<file path="config.mk">
export PLATFORM = sky130hd
export DESIGN_NAME = seed_console
export DESIGN_NICKNAME = d
export VERILOG_FILES = /design/src/console_pkg.sv /design/src/uart_rx_capture.sv /design/src/cmd_parser.sv /design/src/tx_sequencer.sv /design/src/seed_console.sv
export VERILOG_INCLUDE_DIRS = /design/src
export SDC_FILE = /design/constraint.sdc
export NUM_CORES = 1
export LEC_CHECK = 0
export BUFFER_PORTS_ARGS = -buffer_cell sky130_fd_sc_hd__buf_2
export CAP_MARGIN = 10
export CORE_MARGIN = 10
export CORE_UTILIZATION = 35
export DETAILED_ROUTE_END_ITERATION = 12
export GPL_TIMING_DRIVEN = 0
export HOLD_SLACK_MARGIN = 0.12
export PLACE_DENSITY = 0.58
export SETUP_SLACK_MARGIN = 0.5
export SLEW_MARGIN = 30
export SYNTH_ARGS = -nofsm -noshare
export SYNTH_HDL_FRONTEND = slang
export SYNTH_SLANG_ARGS = --single-unit
</file>
<file path="constraint.sdc">
create_clock -name clk -period 4.83 [get_ports clk]
set_input_delay 1.449 -clock clk [delete_from_list [all_inputs] [get_ports clk]]
set_output_delay 1.449 -clock clk [all_outputs]
set_load 0.01 [all_outputs]
</file>
<file path="src/console_params.svh">
`ifndef CONSOLE_PARAMS_SVH
`define CONSOLE_PARAMS_SVH

// ------------------------------
// data widths
// ------------------------------
`define CON_BYTE_W      8       // one uart character
`define CON_SEED_W      32      // prng seed
`define CON_HEX_DIGITS  8       // seed dump length in characters

// ------------------------------
// ascii control characters
// ------------------------------
`define CON_ASCII_CR    8'h0D
`define CON_ASCII_LF    8'h0A
`define CON_ASCII_COLON 8'h3A

// value the seed takes out of reset
`define CON_SEED_RESET  32'h0000_0000

`endif

</file>
<file path="src/console_pkg.sv">
`default_nettype none

`include "console_params.svh"

package console_pkg;

    // ------------------------------
    // receive side
    // ------------------------------

    // one received character with its decode flags
    typedef struct packed {
        logic [`CON_BYTE_W-1:0] data;    // raw byte as received
        logic                   is_hex;  // 0-9, A-F, a-f
        logic                   is_cr;
        logic                   is_colon;
        logic                   is_cmd_load; // L or l
        logic                   is_cmd_read; // R or r
        logic [3:0]             nibble;  // value of a hex digit
    } rx_char_t;

    // ------------------------------
    // transmit side
    // ------------------------------

    // what the sequencer has to send for one request
    typedef enum logic [1:0] {
        REQ_ECHO = 2'd0,    // byte back, LF appended after CR
        REQ_DUMP = 2'd1     // seed as hex, then CR LF
    } req_kind_e;

    // single-cycle request from the parser
    typedef struct packed {
        logic                   valid;
        req_kind_e              kind;
        logic [`CON_BYTE_W-1:0] data;    // echo byte, unused for a dump
    } tx_req_t;

endpackage

`default_nettype wire

</file>
<file path="src/uart_rx_capture.sv">
`default_nettype none

`include "console_params.svh"

module uart_rx_capture (
    input  wire logic                   clk,
    input  wire logic                   rst,
    input  wire logic                   i_rx_rdy,
    input  wire logic [`CON_BYTE_W-1:0] i_rx_data,
    output logic                        o_char_strobe,
    output console_pkg::rx_char_t       o_char
);

    // upper-case forms, lower case folds onto them by clearing bit 5
    localparam logic [`CON_BYTE_W-1:0] CASE_MASK = 8'hDF;
    localparam logic [`CON_BYTE_W-1:0] CHR_L     = 8'h4C;
    localparam logic [`CON_BYTE_W-1:0] CHR_R     = 8'h52;

    logic [1:0]             rdy_hist;   // [0] newest sample
    logic [`CON_BYTE_W-1:0] data_q;
    logic [`CON_BYTE_W-1:0] data_up;    // case-folded copy
    logic                   is_digit;
    logic                   is_alpha;

    // ------------------------------
    // ready edge and byte capture
    // ------------------------------
    always_ff @(posedge clk or posedge rst) begin
        if (rst) begin
            rdy_hist      <= 2'b00;
            o_char_strobe <= 1'b0;
        end else begin
            rdy_hist      <= {rdy_hist[0], i_rx_rdy};
            o_char_strobe <= rdy_hist[0] & ~rdy_hist[1]; // one per high period
        end
    end

    // byte is only valid while ready is up, hold it afterwards
    always_ff @(posedge clk) begin
        if (i_rx_rdy) begin
            data_q <= i_rx_data;
        end
    end

    // ------------------------------
    // classification
    // ------------------------------
    assign data_up  = data_q & CASE_MASK;
    assign is_digit = (data_q >= 8'h30) && (data_q <= 8'h39);
    assign is_alpha = (data_up >= 8'h41) && (data_up <= 8'h46); // A-F and a-f

    always_comb begin
        o_char             = '0;
        o_char.data        = data_q;
        o_char.is_hex      = is_digit | is_alpha;
        o_char.is_cr       = (data_q == `CON_ASCII_CR);
        o_char.is_colon    = (data_q == `CON_ASCII_COLON);
        o_char.is_cmd_load = (data_up == CHR_L);
        o_char.is_cmd_read = (data_up == CHR_R);
        if (is_digit) begin
            o_char.nibble = data_q[3:0];
        end else if (is_alpha) begin
            o_char.nibble = data_q[3:0] + 4'd9;   // 'A' low bits are 1
        end
    end

endmodule

`default_nettype wire

</file>
<file path="src/cmd_parser.sv">
`default_nettype none

`include "console_params.svh"

module cmd_parser (
    input  wire logic                   clk,
    input  wire logic                   rst,
    input  wire logic                   i_char_strobe,
    input  console_pkg::rx_char_t       i_char,
    input  wire logic                   i_tx_idle,
    output console_pkg::tx_req_t        o_req,
    output logic [`CON_SEED_W-1:0]      o_seed,
    output logic                        o_error
);

    typedef enum logic [2:0] {
        ST_IDLE        = 3'd0,
        ST_LOAD_COLON  = 3'd1,
        ST_LOAD_DIGITS = 3'd2,
        ST_READ_COLON  = 3'd3,
        ST_ERROR       = 3'd4
    } state_e;

    state_e state;
    state_e state_nxt;
    logic   dump_pend;  // colon of R: echoed, dump still owed
    logic   dump_go;
    logic   accept;
    logic   echo;
    logic   pend_set;
    logic   seed_clr;
    logic   seed_shift;

    // a char counts only when the sequencer is free and nothing is queued
    assign accept  = i_char_strobe & i_tx_idle & ~o_req.valid & ~dump_pend;
    assign dump_go = dump_pend & i_tx_idle & ~o_req.valid;
    assign o_error = (state == ST_ERROR);

    // ------------------------------
    // next state and actions
    // ------------------------------
    always_comb begin
        state_nxt  = state;
        echo       = 1'b0;
        pend_set   = 1'b0;
        seed_clr   = 1'b0;
        seed_shift = 1'b0;
        if (accept) begin
            case (state)
                ST_IDLE: begin
                    echo = 1'b1;    // everything is echoed here
                    if (i_char.is_cmd_load) begin
                        state_nxt = ST_LOAD_COLON;
                    end else if (i_char.is_cmd_read) begin
                        state_nxt = ST_READ_COLON;
                    end
                end
                ST_LOAD_COLON: begin
                    if (i_char.is_colon) begin
                        echo      = 1'b1;
                        seed_clr  = 1'b1;   // fresh seed for the digits
                        state_nxt = ST_LOAD_DIGITS;
                    end else begin
                        state_nxt = ST_ERROR;
                    end
                end
                ST_READ_COLON: begin
                    if (i_char.is_colon) begin
                        echo      = 1'b1;
                        pend_set  = 1'b1;   // dump follows the colon echo
                        state_nxt = ST_IDLE;
                    end else begin
                        state_nxt = ST_ERROR;
                    end
                end
                ST_LOAD_DIGITS: begin
                    if (i_char.is_hex) begin
                        echo       = 1'b1;
                        seed_shift = 1'b1;
                    end else if (i_char.is_cr) begin
                        echo      = 1'b1;
                        state_nxt = ST_IDLE;
                    end else begin
                        state_nxt = ST_ERROR;
                    end
                end
                default: begin
                    state_nxt = ST_ERROR;   // sticky until reset
                end
            endcase
        end
    end

    // ------------------------------
    // state, seed, requests
    // ------------------------------
    always_ff @(posedge clk or posedge rst) begin
        if (rst) begin
            state     <= ST_IDLE;
            dump_pend <= 1'b0;
            o_req     <= '0;
            o_seed    <= `CON_SEED_RESET;
        end else begin
            state       <= state_nxt;
            o_req.valid <= 1'b0;
            if (seed_clr) begin
                o_seed <= '0;
            end else if (seed_shift) begin
                o_seed <= {o_seed[`CON_SEED_W-5:0], i_char.nibble}; // in from the right
            end
            if (dump_go) begin
                o_req.valid <= 1'b1;
                o_req.kind  <= console_pkg::REQ_DUMP;
                dump_pend   <= 1'b0;
            end else if (echo) begin
                o_req.valid <= 1'b1;
                o_req.kind  <= console_pkg::REQ_ECHO;
                o_req.data  <= i_char.data;
                dump_pend   <= pend_set;
            end
        end
    end

endmodule

`default_nettype wire

</file>
<file path="src/tx_sequencer.sv">
`default_nettype none

`include "console_params.svh"

module tx_sequencer (
    input  wire logic                   clk,
    input  wire logic                   rst,
    input  console_pkg::tx_req_t        i_req,
    input  wire logic [`CON_SEED_W-1:0] i_seed,
    input  wire logic                   i_tx_busy,
    output logic                        o_tx_idle,
    output logic                        o_tx_valid,
    output logic [`CON_BYTE_W-1:0]      o_tx_data
);

    // dump is the digits, then CR at index HEX_DIGITS and LF after it
    localparam logic [3:0] DUMP_LAST = `CON_HEX_DIGITS + 1;

    typedef enum logic [1:0] {
        TX_IDLE    = 2'd0,
        TX_WAIT_HI = 2'd1,  // byte handed over, busy not seen yet
        TX_WAIT_LO = 2'd2   // transmitter working on it
    } tx_state_e;

    tx_state_e              state;
    logic [3:0]             cnt;        // index of the byte last sent
    logic [3:0]             last_idx;
    console_pkg::req_kind_e kind_q;
    logic [`CON_BYTE_W-1:0] data_q;
    logic [`CON_SEED_W-1:0] seed_q;     // frozen copy for the dump
    logic                   first;
    logic                   more;
    logic                   send_now;
    logic [`CON_BYTE_W-1:0] send_byte;

    function automatic logic [`CON_BYTE_W-1:0] hex_char(input logic [3:0] nib);
        if (nib < 4'd10) begin
            return 8'h30 + {4'h0, nib};     // '0'..'9'
        end
        return 8'h37 + {4'h0, nib};         // 'A'..'F'
    endfunction

    // byte number idx of the reply to one request
    function automatic logic [`CON_BYTE_W-1:0] byte_at(
        input console_pkg::req_kind_e kind,
        input logic [`CON_BYTE_W-1:0] data,
        input logic [`CON_SEED_W-1:0] seed,
        input logic [3:0]             idx
    );
        logic [`CON_SEED_W-1:0] shifted;
        shifted = seed << (4 * idx);        // msb nibble first
        if (kind == console_pkg::REQ_ECHO) begin
            return (idx == 4'd0) ? data : `CON_ASCII_LF;
        end
        if (idx < `CON_HEX_DIGITS) begin
            return hex_char(shifted[`CON_SEED_W-1 -: 4]);
        end
        return (idx == `CON_HEX_DIGITS) ? `CON_ASCII_CR : `CON_ASCII_LF;
    endfunction

    // ------------------------------
    // byte selection
    // ------------------------------
    assign last_idx = (kind_q == console_pkg::REQ_DUMP)    ? DUMP_LAST :
                      (data_q == `CON_ASCII_CR)            ? 4'd1 : 4'd0;

    assign first     = (state == TX_IDLE) & i_req.valid;
    assign more      = (state == TX_WAIT_LO) & ~i_tx_busy & (cnt != last_idx);
    assign send_now  = first | more;
    assign send_byte = first ? byte_at(i_req.kind, i_req.data, i_seed, 4'd0)
                             : byte_at(kind_q, data_q, seed_q, cnt + 4'd1);
    assign o_tx_idle = (state == TX_IDLE);

    // ------------------------------
    // busy handshake
    // ------------------------------
    always_ff @(posedge clk or posedge rst) begin
        if (rst) begin
            state      <= TX_IDLE;
            cnt        <= 4'd0;
            o_tx_valid <= 1'b0;
        end else begin
            o_tx_valid <= send_now;     // single-cycle pulse
            case (state)
                TX_IDLE: begin
                    if (i_req.valid) begin
                        cnt   <= 4'd0;
                        state <= TX_WAIT_HI;
                    end
                end
                TX_WAIT_HI: begin
                    if (i_tx_busy) begin
                        state <= TX_WAIT_LO;
                    end
                end
                TX_WAIT_LO: begin
                    if (!i_tx_busy) begin
                        if (cnt == last_idx) begin
                            state <= TX_IDLE;   // reply finished
                        end else begin
                            cnt   <= cnt + 4'd1;
                            state <= TX_WAIT_HI;
                        end
                    end
                end
                default: state <= TX_IDLE;
            endcase
        end
    end

    always_ff @(posedge clk) begin
        if (first) begin
            kind_q <= i_req.kind;
            data_q <= i_req.data;
            seed_q <= i_seed;
        end
        if (send_now) begin
            o_tx_data <= send_byte;
        end
    end

endmodule

`default_nettype wire

</file>
<file path="src/seed_console.sv">
`default_nettype none

`include "console_params.svh"

module seed_console (
    input  wire logic                   clk,
    input  wire logic                   rst,
    input  wire logic                   i_rx_rdy,
    input  wire logic [`CON_BYTE_W-1:0] i_rx_data,
    input  wire logic                   i_tx_busy,
    output logic                        o_tx_valid,
    output logic [`CON_BYTE_W-1:0]      o_tx_data,
    output logic                        o_error
);

    logic                   char_strobe;
    console_pkg::rx_char_t  rx_char;
    console_pkg::tx_req_t   tx_req;
    logic [`CON_SEED_W-1:0] seed;
    logic                   tx_idle;

    // ------------------------------
    // receive, parse, transmit
    // ------------------------------
    uart_rx_capture rx0 (
        .clk           (clk),
        .rst           (rst),
        .i_rx_rdy      (i_rx_rdy),
        .i_rx_data     (i_rx_data),
        .o_char_strobe (char_strobe),
        .o_char        (rx_char)
    );

    cmd_parser parser0 (
        .clk           (clk),
        .rst           (rst),
        .i_char_strobe (char_strobe),
        .i_char        (rx_char),
        .i_tx_idle     (tx_idle),      // chars dropped while a reply runs
        .o_req         (tx_req),
        .o_seed        (seed),
        .o_error       (o_error)
    );

    tx_sequencer tx0 (
        .clk        (clk),
        .rst        (rst),
        .i_req      (tx_req),
        .i_seed     (seed),
        .i_tx_busy  (i_tx_busy),
        .o_tx_idle  (tx_idle),
        .o_tx_valid (o_tx_valid),
        .o_tx_data  (o_tx_data)
    );

endmodule

`default_nettype wire

</file>
==> results of run 1 <==
## path summary, 6_finish.rpt
kind                                 start  cells after the start           endpoint
hold / removal             rx0.rdy_hist[0]                      0    rx0.rdy_hist[1]
min in group asynchronous              rst                      2  parser0.o_seed[8]
max in group asynchronous              rst                      3         tx0.cnt[0]
hold reg to reg            rx0.rdy_hist[0]                      0    rx0.rdy_hist[1]
setup / recovery                tx0.cnt[1]                     10   tx0.o_tx_data[4]
setup reg to reg                tx0.cnt[1]                     10   tx0.o_tx_data[4]
## synth_stat cells (2+ instances only)
library cell | count | share of area (%)
a311oi_1 | 2 | 0.34
nand3b_1 | 3 | 0.44
o21bai_1 | 2 | 0.29
buf_2 | 13 | 1.3
nor2_1 | 25 | 1.8
nand4_1 | 3 | 0.36
inv_1 | 12 | 0.87
and3_1 | 2 | 0.24
mux2_2 | 3 | 0.65
o31ai_1 | 3 | 0.44
a311o_1 | 2 | 0.39
nor2b_1 | 2 | 0.24
a21o_1 | 3 | 0.44
o21ai_0 | 12 | 1.2
nand2b_1 | 6 | 0.73
dfrtp_1 | 56 | 27
a21oi_1 | 18 | 1.7
nand3_1 | 8 | 0.78
clkbuf_1 | 3 | 0.22
nand2_1 | 24 | 1.7
or2_2 | 4 | 0.49
xnor2_1 | 7 | 1.2
mux4_2 | 10 | 4.4
a31o_2 | 2 | 0.34
a211oi_1 | 4 | 0.58
nor3_1 | 4 | 0.39
nor3b_1 | 7 | 1.0
mux2_4 | 5 | 1.5
ha_1 | 8 | 1.9
a31oi_1 | 4 | 0.49
mux2i_1 | 10 | 1.9
a22o_1 | 36 | 6.1
o211ai_1 | 3 | 0.44
edfxtp_1 | 57 | 33
## registers in the layout (all words and copies together), names as in the netlist
| register | cells |
|---|---|
| parser0.dump_pend | 1 |
| parser0.o_req | 10 |
| parser0.o_seed | 32 |
| parser0.state | 3 |
| rx0.data_q | 8 |
| rx0.o_char_strobe | 1 |
| rx0.rdy_hist | 2 |
| tx0.cnt | 4 |
| tx0.data_q | 8 |
| tx0.kind_q | 1 |
| tx0.o_tx_data | 8 |
| tx0.o_tx_valid | 1 |
| tx0.seed_q | 32 |
| tx0.state | 2 |
## where the power goes
group | switching (W) | internal [W] | total, W
clock network | 0.000418 | 0.000729 | 0.00115
registers | 0.0000823 | 0.00114 | 0.00122
logic | 0.000386 | 0.000322 | 0.000707
## per-stage QoR
step	hold WS, ns	power (W)	util (%)	setup slack [ns]	cell area [sq um]
4_1_cts	0.3711	0.003113	41.93	1.323	6071
6_report	0.3656	0.003078	41.93	1.342	6071
5_1_grt	0.3927	0.003240	41.93	1.104	6071
3_5_place_dp	0.3594	0.001957	38.13	1.329	5520
2_1_floorplan	0.3465	0.001751	-	2.010	5159
3_3_place_gp	0.3559	0.001945	37.95	1.187	5494
## critical path: cells and delay by family (launching register included)
| family | cells | cell delay [ns] |
|---|---|---|
| DFF | 1 | 0.46 |
| AOI/OAI and AO/OA | 2 | 0.60 |
| and+or+nand+nor | 2 | 0.36 |
| muxes | 2 | 0.44 |
| adders and majority gates | 2 | 0.53 |
| buffers and inverters | 2 | 0.87 |
## area by class of cell
| class | instances | area [sq um] |
|---|---|---|
| buffer | 18 | 95.09 |
| clock buffer | 22 | 464.2 |
| clock inverter | 10 | 86.33 |
| fill | 1319 | 8408 |
| inverter | 12 | 47.55 |
| multi-input combinational | 245 | 1909 |
| sequential | 113 | 3113 |
| tap | 184 | 230.2 |
| timing repair buffer | 22 | 125.1 |
## cell usage in the layout, fill, tap and decap left out, types with 8 or more instances in the layout
cell and count:
nand2_1 24, inv_1 11, dfrtp_1 56, mux2i_1 10, a21oi_1 18, buf_2 34
a22o_1 36, nor2_1 25, ha_1 8, o21ai_0 12, edfxtp_1 57, nand3_1 8
clkbuf_16 17, mux4_2 10
## kinds of logic (layout without fill, tap and decap cells)
group           count (synthesis)  count (layout)
flops                         113             113
simple gates                   96              96
xor+xnor                        8               8
compound gates                105             105
fa+ha+maj                       8               8
mux                            28              28
buf+inv                        30              84
## routing by layer
metal	track usage (%)	wire, um
met5	0	0
met4	4.734	178
met3	3.805	485
met2	16.87	4982
met1	14.45	4790
==> results.sh, run 1 <==
export IMPL_worstSetupStartpointType="flip-flop"
export IMPL_grtUsageTotal_pct=11.22
export IMPL_critPathKind="flip-flop to flip-flop"
export IMPL_routabilityCongestion=0.9596
export IMPL_drt_iter0_drc=321
export IMPL_tritoncts_num_buffers=17
export IMPL_instances_no_fill=626
export IMPL_ctsHoldBuffers=0
export IMPL_synth_xor_area_share_pct=1.358
export IMPL_synth_cell_type_count=59
export IMPL_grt_overflow=0
export IMPL_crit_chain="ha_1 > clkbuf_1 > buf_1 > mux4_2 > mux2i_1 > or2_2 > ha_1 > o21ai_0 > a311o_1 > nand2_1"
export IMPL_numPortBuffers=21
export IMPL_grt_pass1_wl_mm=17.89
export IMPL_max_stage_delay_ns=0.50
export IMPL_slew_viol_final=0
export IMPL_antenna_found_initial=0
export IMPL_cts_reportedPaths_clkPinSlew_ns=0.05
export IMPL_yosys_area_share_simple_pct=9.629
export IMPL_grt_max_degree=51
export IMPL_fp_dieArea_sq_mm=0.02000
export IMPL_cts_resized=0
export IMPL_setup_tns_ns=0
export IMPL_core_area_sq_mm=0.01448
export IMPL_syn_num_nets=408
export IMPL_synth_top_family_by_area="compound AO/OA/AOI/OAI gates"
export IMPL_nNetsFinal=449
export IMPL_hold_class="flip-flop to flip-flop"
export IMPL_fp_row_count=44
export IMPL_cts_htree_levels=4
export IMPL_min_period_over_period_pct=72.21
export IMPL_area_growth_pct=17.68
export IMPL_clock_sinks=113
export IMPL_initial_core_util_pct=35.63
export IMPL_vdd_drop_max_uv=269.9
export IMPL_io_pins=22
export IMPL_cts_root_buf="clkbuf_16"
export IMPL_synth_fa_ha_area_share_pct=1.940
export IMPL_reg2reg_slack_ns=1.34
export IMPL_grt_pass1_vias=3362
export IMPL_first_pass_iters=4
export IMPL_cpMaxStageDelayCell="buf_1"
export IMPL_insertion_delay_ns=0.41
export IMPL_yosys_most_used_dff="edfxtp_1"
export IMPL_cts_tree="yes"
export IMPL_grt_setup_unrepaired="false"
export IMPL_synthArstFlopShare_pct=49.56
export IMPL_finalSetupViolCount=0
export IMPL_max_clock_freq_mhz=286.7
export IMPL_post_drt_wl_per_cell_um=16.67
export IMPL_post_cts_buffers=0
export IMPL_synth_mux_area_share_pct=8.416
export IMPL_period_minus_slack_ns=3.488
export IMPL_ant_nets=0
export IMPL_hold_viol=0
export IMPL_clockBufferDepth=2
export IMPL_drt_total_wl_mm=10.44
export IMPL_remaining_drc_errors=0
export IMPL_required_ns=4.99
export IMPL_fin_skew_ns=0.008311
export IMPL_maxSlewHeadroom_pct=55.80
export IMPL_synth_compound_area_share_pct=15.67
export IMPL_syn_inst=388
export IMPL_leakage_nw=2.478
export IMPL_worst_path_max_fanout=10
export IMPL_crit_top_cell="ha_1"
export IMPL_cp_end_kind="flip-flop"
export IMPL_num_vias=3307
export IMPL_place_inst=594
export IMPL_diodes=0
export IMPL_synth_seq_cells=113
export IMPL_cap_viol_max_count=0
export IMPL_avgSynthCellArea_sq_um=13.30
export IMPL_dp_hpwl_mm=7.561
export IMPL_power_density_mw_per_mm2=507.1
export IMPL_synth_edf_count=57
export IMPL_vias_per_cell=5.283
export IMPL_dieWidth_um=141.4
export IMPL_cp_arrival_ns=3.64
export IMPL_ys_warn_count=0
export IMPL_status="finished clean"
export IMPL_tightestPinTransition_ns=0.6579
export IMPL_synth_area_sq_mm=0.005159
export IMPL_die_h_um=141.4
export IMPL_final_layout_size_suffix_gt1_share_pct=21.72
export IMPL_yosysSeqAreaShare_pct=60.34
(Power assumes the default switching activity.)
==> run 2: changes to the inputs <==
- PLACE_DENSITY: 0.58 -> 0.6
- clock period: 4.83 -> 3.1 ns (I/O delays scaled with it)
==> run 2 against run 1 <==
Register-to-register slack got worse by 0.77 ns. Clock skew fell by 0.0029 ns. Clock power rose by 76%. Die area did not move. Utilization rose by 1.4 points. Count of clock-buffer cells in the layout fell by 4. Via count rose by 1.8%. Flip-flop and latch count did not move. Global-route usage fell by 0.19 points.
==> results.sh, run 2 (synthesis gave the netlist of run 1 again) <==
export IMPL_status="finished clean"
export IMPL_grt_pass1_vias=3357
export IMPL_cp_arrival_ns=2.68
export IMPL_ctsHoldBuffers=0
export IMPL_first_pass_iters=4
export IMPL_grt_setup_unrepaired="false"
export IMPL_fp_dieArea_sq_mm=0.02000
export IMPL_num_vias=3368
export IMPL_place_inst=594
export IMPL_drt_iter0_drc=369
export IMPL_antenna_found_initial=0
export IMPL_leakage_nw=2.543
export IMPL_period_minus_slack_ns=2.523
export IMPL_max_clock_freq_mhz=396.3
export IMPL_vias_per_cell=5.329
export IMPL_finalSetupViolCount=0
export IMPL_tritoncts_num_buffers=17
export IMPL_area_growth_pct=21.66
export IMPL_nFillCells=1303
export IMPL_cap_viol_max_count=0
export IMPL_required_ns=3.26
export IMPL_clock_sinks=113
export IMPL_slew_viol_final=0
export IMPL_min_period_over_period_pct=81.39
export IMPL_grt_max_degree=51
export IMPL_cts_htree_levels=4
export IMPL_most_common_layout_cells="57 x edfxtp_1, 54 x dfrtp_1, 36 x a22o_1"
export IMPL_fp_row_count=44
export IMPL_die_h_um=141.4
export IMPL_maxSlewHeadroom_pct=53.37
export IMPL_numPortBuffers=21
export IMPL_cp_end_kind="flip-flop"
export IMPL_io_pins=22
export IMPL_dp_hpwl_mm=7.540
export IMPL_insertion_delay_ns=0.41
export IMPL_instances_no_fill=632
export IMPL_reg_largest_list="parser0.o_seed: 32 flops, tx0.seed_q: 32 flops, parser0.o_req: 10 flops"
export IMPL_drt_total_wl_mm=10.75
export IMPL_post_drt_wl_per_cell_um=17.00
export IMPL_nNetsFinal=455
export IMPL_vdd_drop_max_uv=533.6
export IMPL_critPathKind="flip-flop to flip-flop"
export IMPL_power_density_mw_per_mm2=830.4
export IMPL_ant_nets=0
export IMPL_grt_pass1_wl_mm=17.46
export IMPL_clockBufferDepth=2
export IMPL_grtUsageTotal_pct=11.04
export IMPL_finalInstanceArea_sq_mm=0.006276
export IMPL_place_area_sq_mm=0.005533
export IMPL_grt_overflow=0
export IMPL_hold_class="flip-flop to flip-flop"
export IMPL_setup_tns_ns=0
export IMPL_cts_tree="yes"
export IMPL_core_area_sq_mm=0.01448
export IMPL_cts_root_buf="clkbuf_16"
export IMPL_worst_path_max_fanout=10
export IMPL_power_w=0.005212
export IMPL_reg2reg_slack_ns=0.58
export IMPL_remaining_drc_errors=0
export IMPL_final_common_cell="edfxtp_1"
export IMPL_worstSetupStartpointType="flip-flop"
export IMPL_final_layout_size_suffix_gt1_share_pct=25.22
export IMPL_hold_viol=0
export IMPL_fin_skew_ns=0.005393
export IMPL_dieWidth_um=141.4
export IMPL_initial_core_util_pct=35.63
export IMPL_routabilityCongestion=0.9168
export IMPL_tightestPinTransition_ns=0.6941
export IMPL_diodes=0
export IMPL_cts_reportedPaths_clkPinSlew_ns=0.05
run 2: report_power, final:
group	internal (W)	leakage, nW	switching, W
registers	0.00178	1.29	0.000138
logic	0.000629	0.960	0.000650
clock network	0.00134	0.292	0.000675
run 2: final timing paths:
path	from	end	cells past startpoint
setup / recovery	tx0.cnt[0]	tx0.o_tx_data[4]	11
hold / removal	rx0.rdy_hist[0]	rx0.rdy_hist[1]	0
setup reg to reg	tx0.cnt[0]	tx0.o_tx_data[4]	11
hold reg to reg	rx0.rdy_hist[0]	rx0.rdy_hist[1]	0
max in group asynchronous	rst	parser0.o_seed[22]	3
min in group asynchronous	rst	rx0.rdy_hist[0]	2
run 2: layer usage:
metal	GRT usage (%)	up-vias	routed length, um
li1	-	1593	-
met1	13.83	1698	4945
met2	16.92	66	5157
met3	3.638	11	479
met4	5.056	0	162
met5	0	-	0
run 2: timing repair:
item,4_1_cts,5_1_grt
endpoints found under the setup margin,5,42
setup buffers,4,2
resized for setup,14,9
pin swaps,3,5
hold endpoints to repair,0,0
run 2: through the flow:
stage          setup slack, ns  util (%)  hold WS (ns)
4_1_cts                 0.5268     42.96        0.3721
6_report                0.5769     43.35        0.3740
2_1_floorplan           0.5326         -        0.3465
5_1_grt                 0.4862     43.35        0.3778
3_5_place_dp           0.05390     38.21        0.3596
3_3_place_gp          0.005535     38.04        0.3560
run 2: worst max-delay path, stage by stage (launching register included):
cell	delay, ns
dfrtp_2	0.45
ha_4	0.29
buf_8	0.13
buf_8	0.14
nor3b_1	0.06
mux2i_1	0.14
nand4_1	0.15
or2_4	0.26
ha_2	0.20
o21ai_2	0.19
a311o_1	0.19
nand2_1	0.05
run 2: area by class of cell:
cell class | count | area, sq um | area share (%)
flip-flops and latches | 113 | 3115 | 49.64
multi-input cells | 245 | 1954 | 31.14
clock buffers | 18 | 429.2 | 6.838
well taps | 184 | 230.2 | 3.668
clock inverters | 14 | 186.4 | 2.970
repair buffers | 28 | 170.2 | 2.711
plain buffers | 18 | 142.6 | 2.273
inverters | 12 | 47.55 | 0.7576
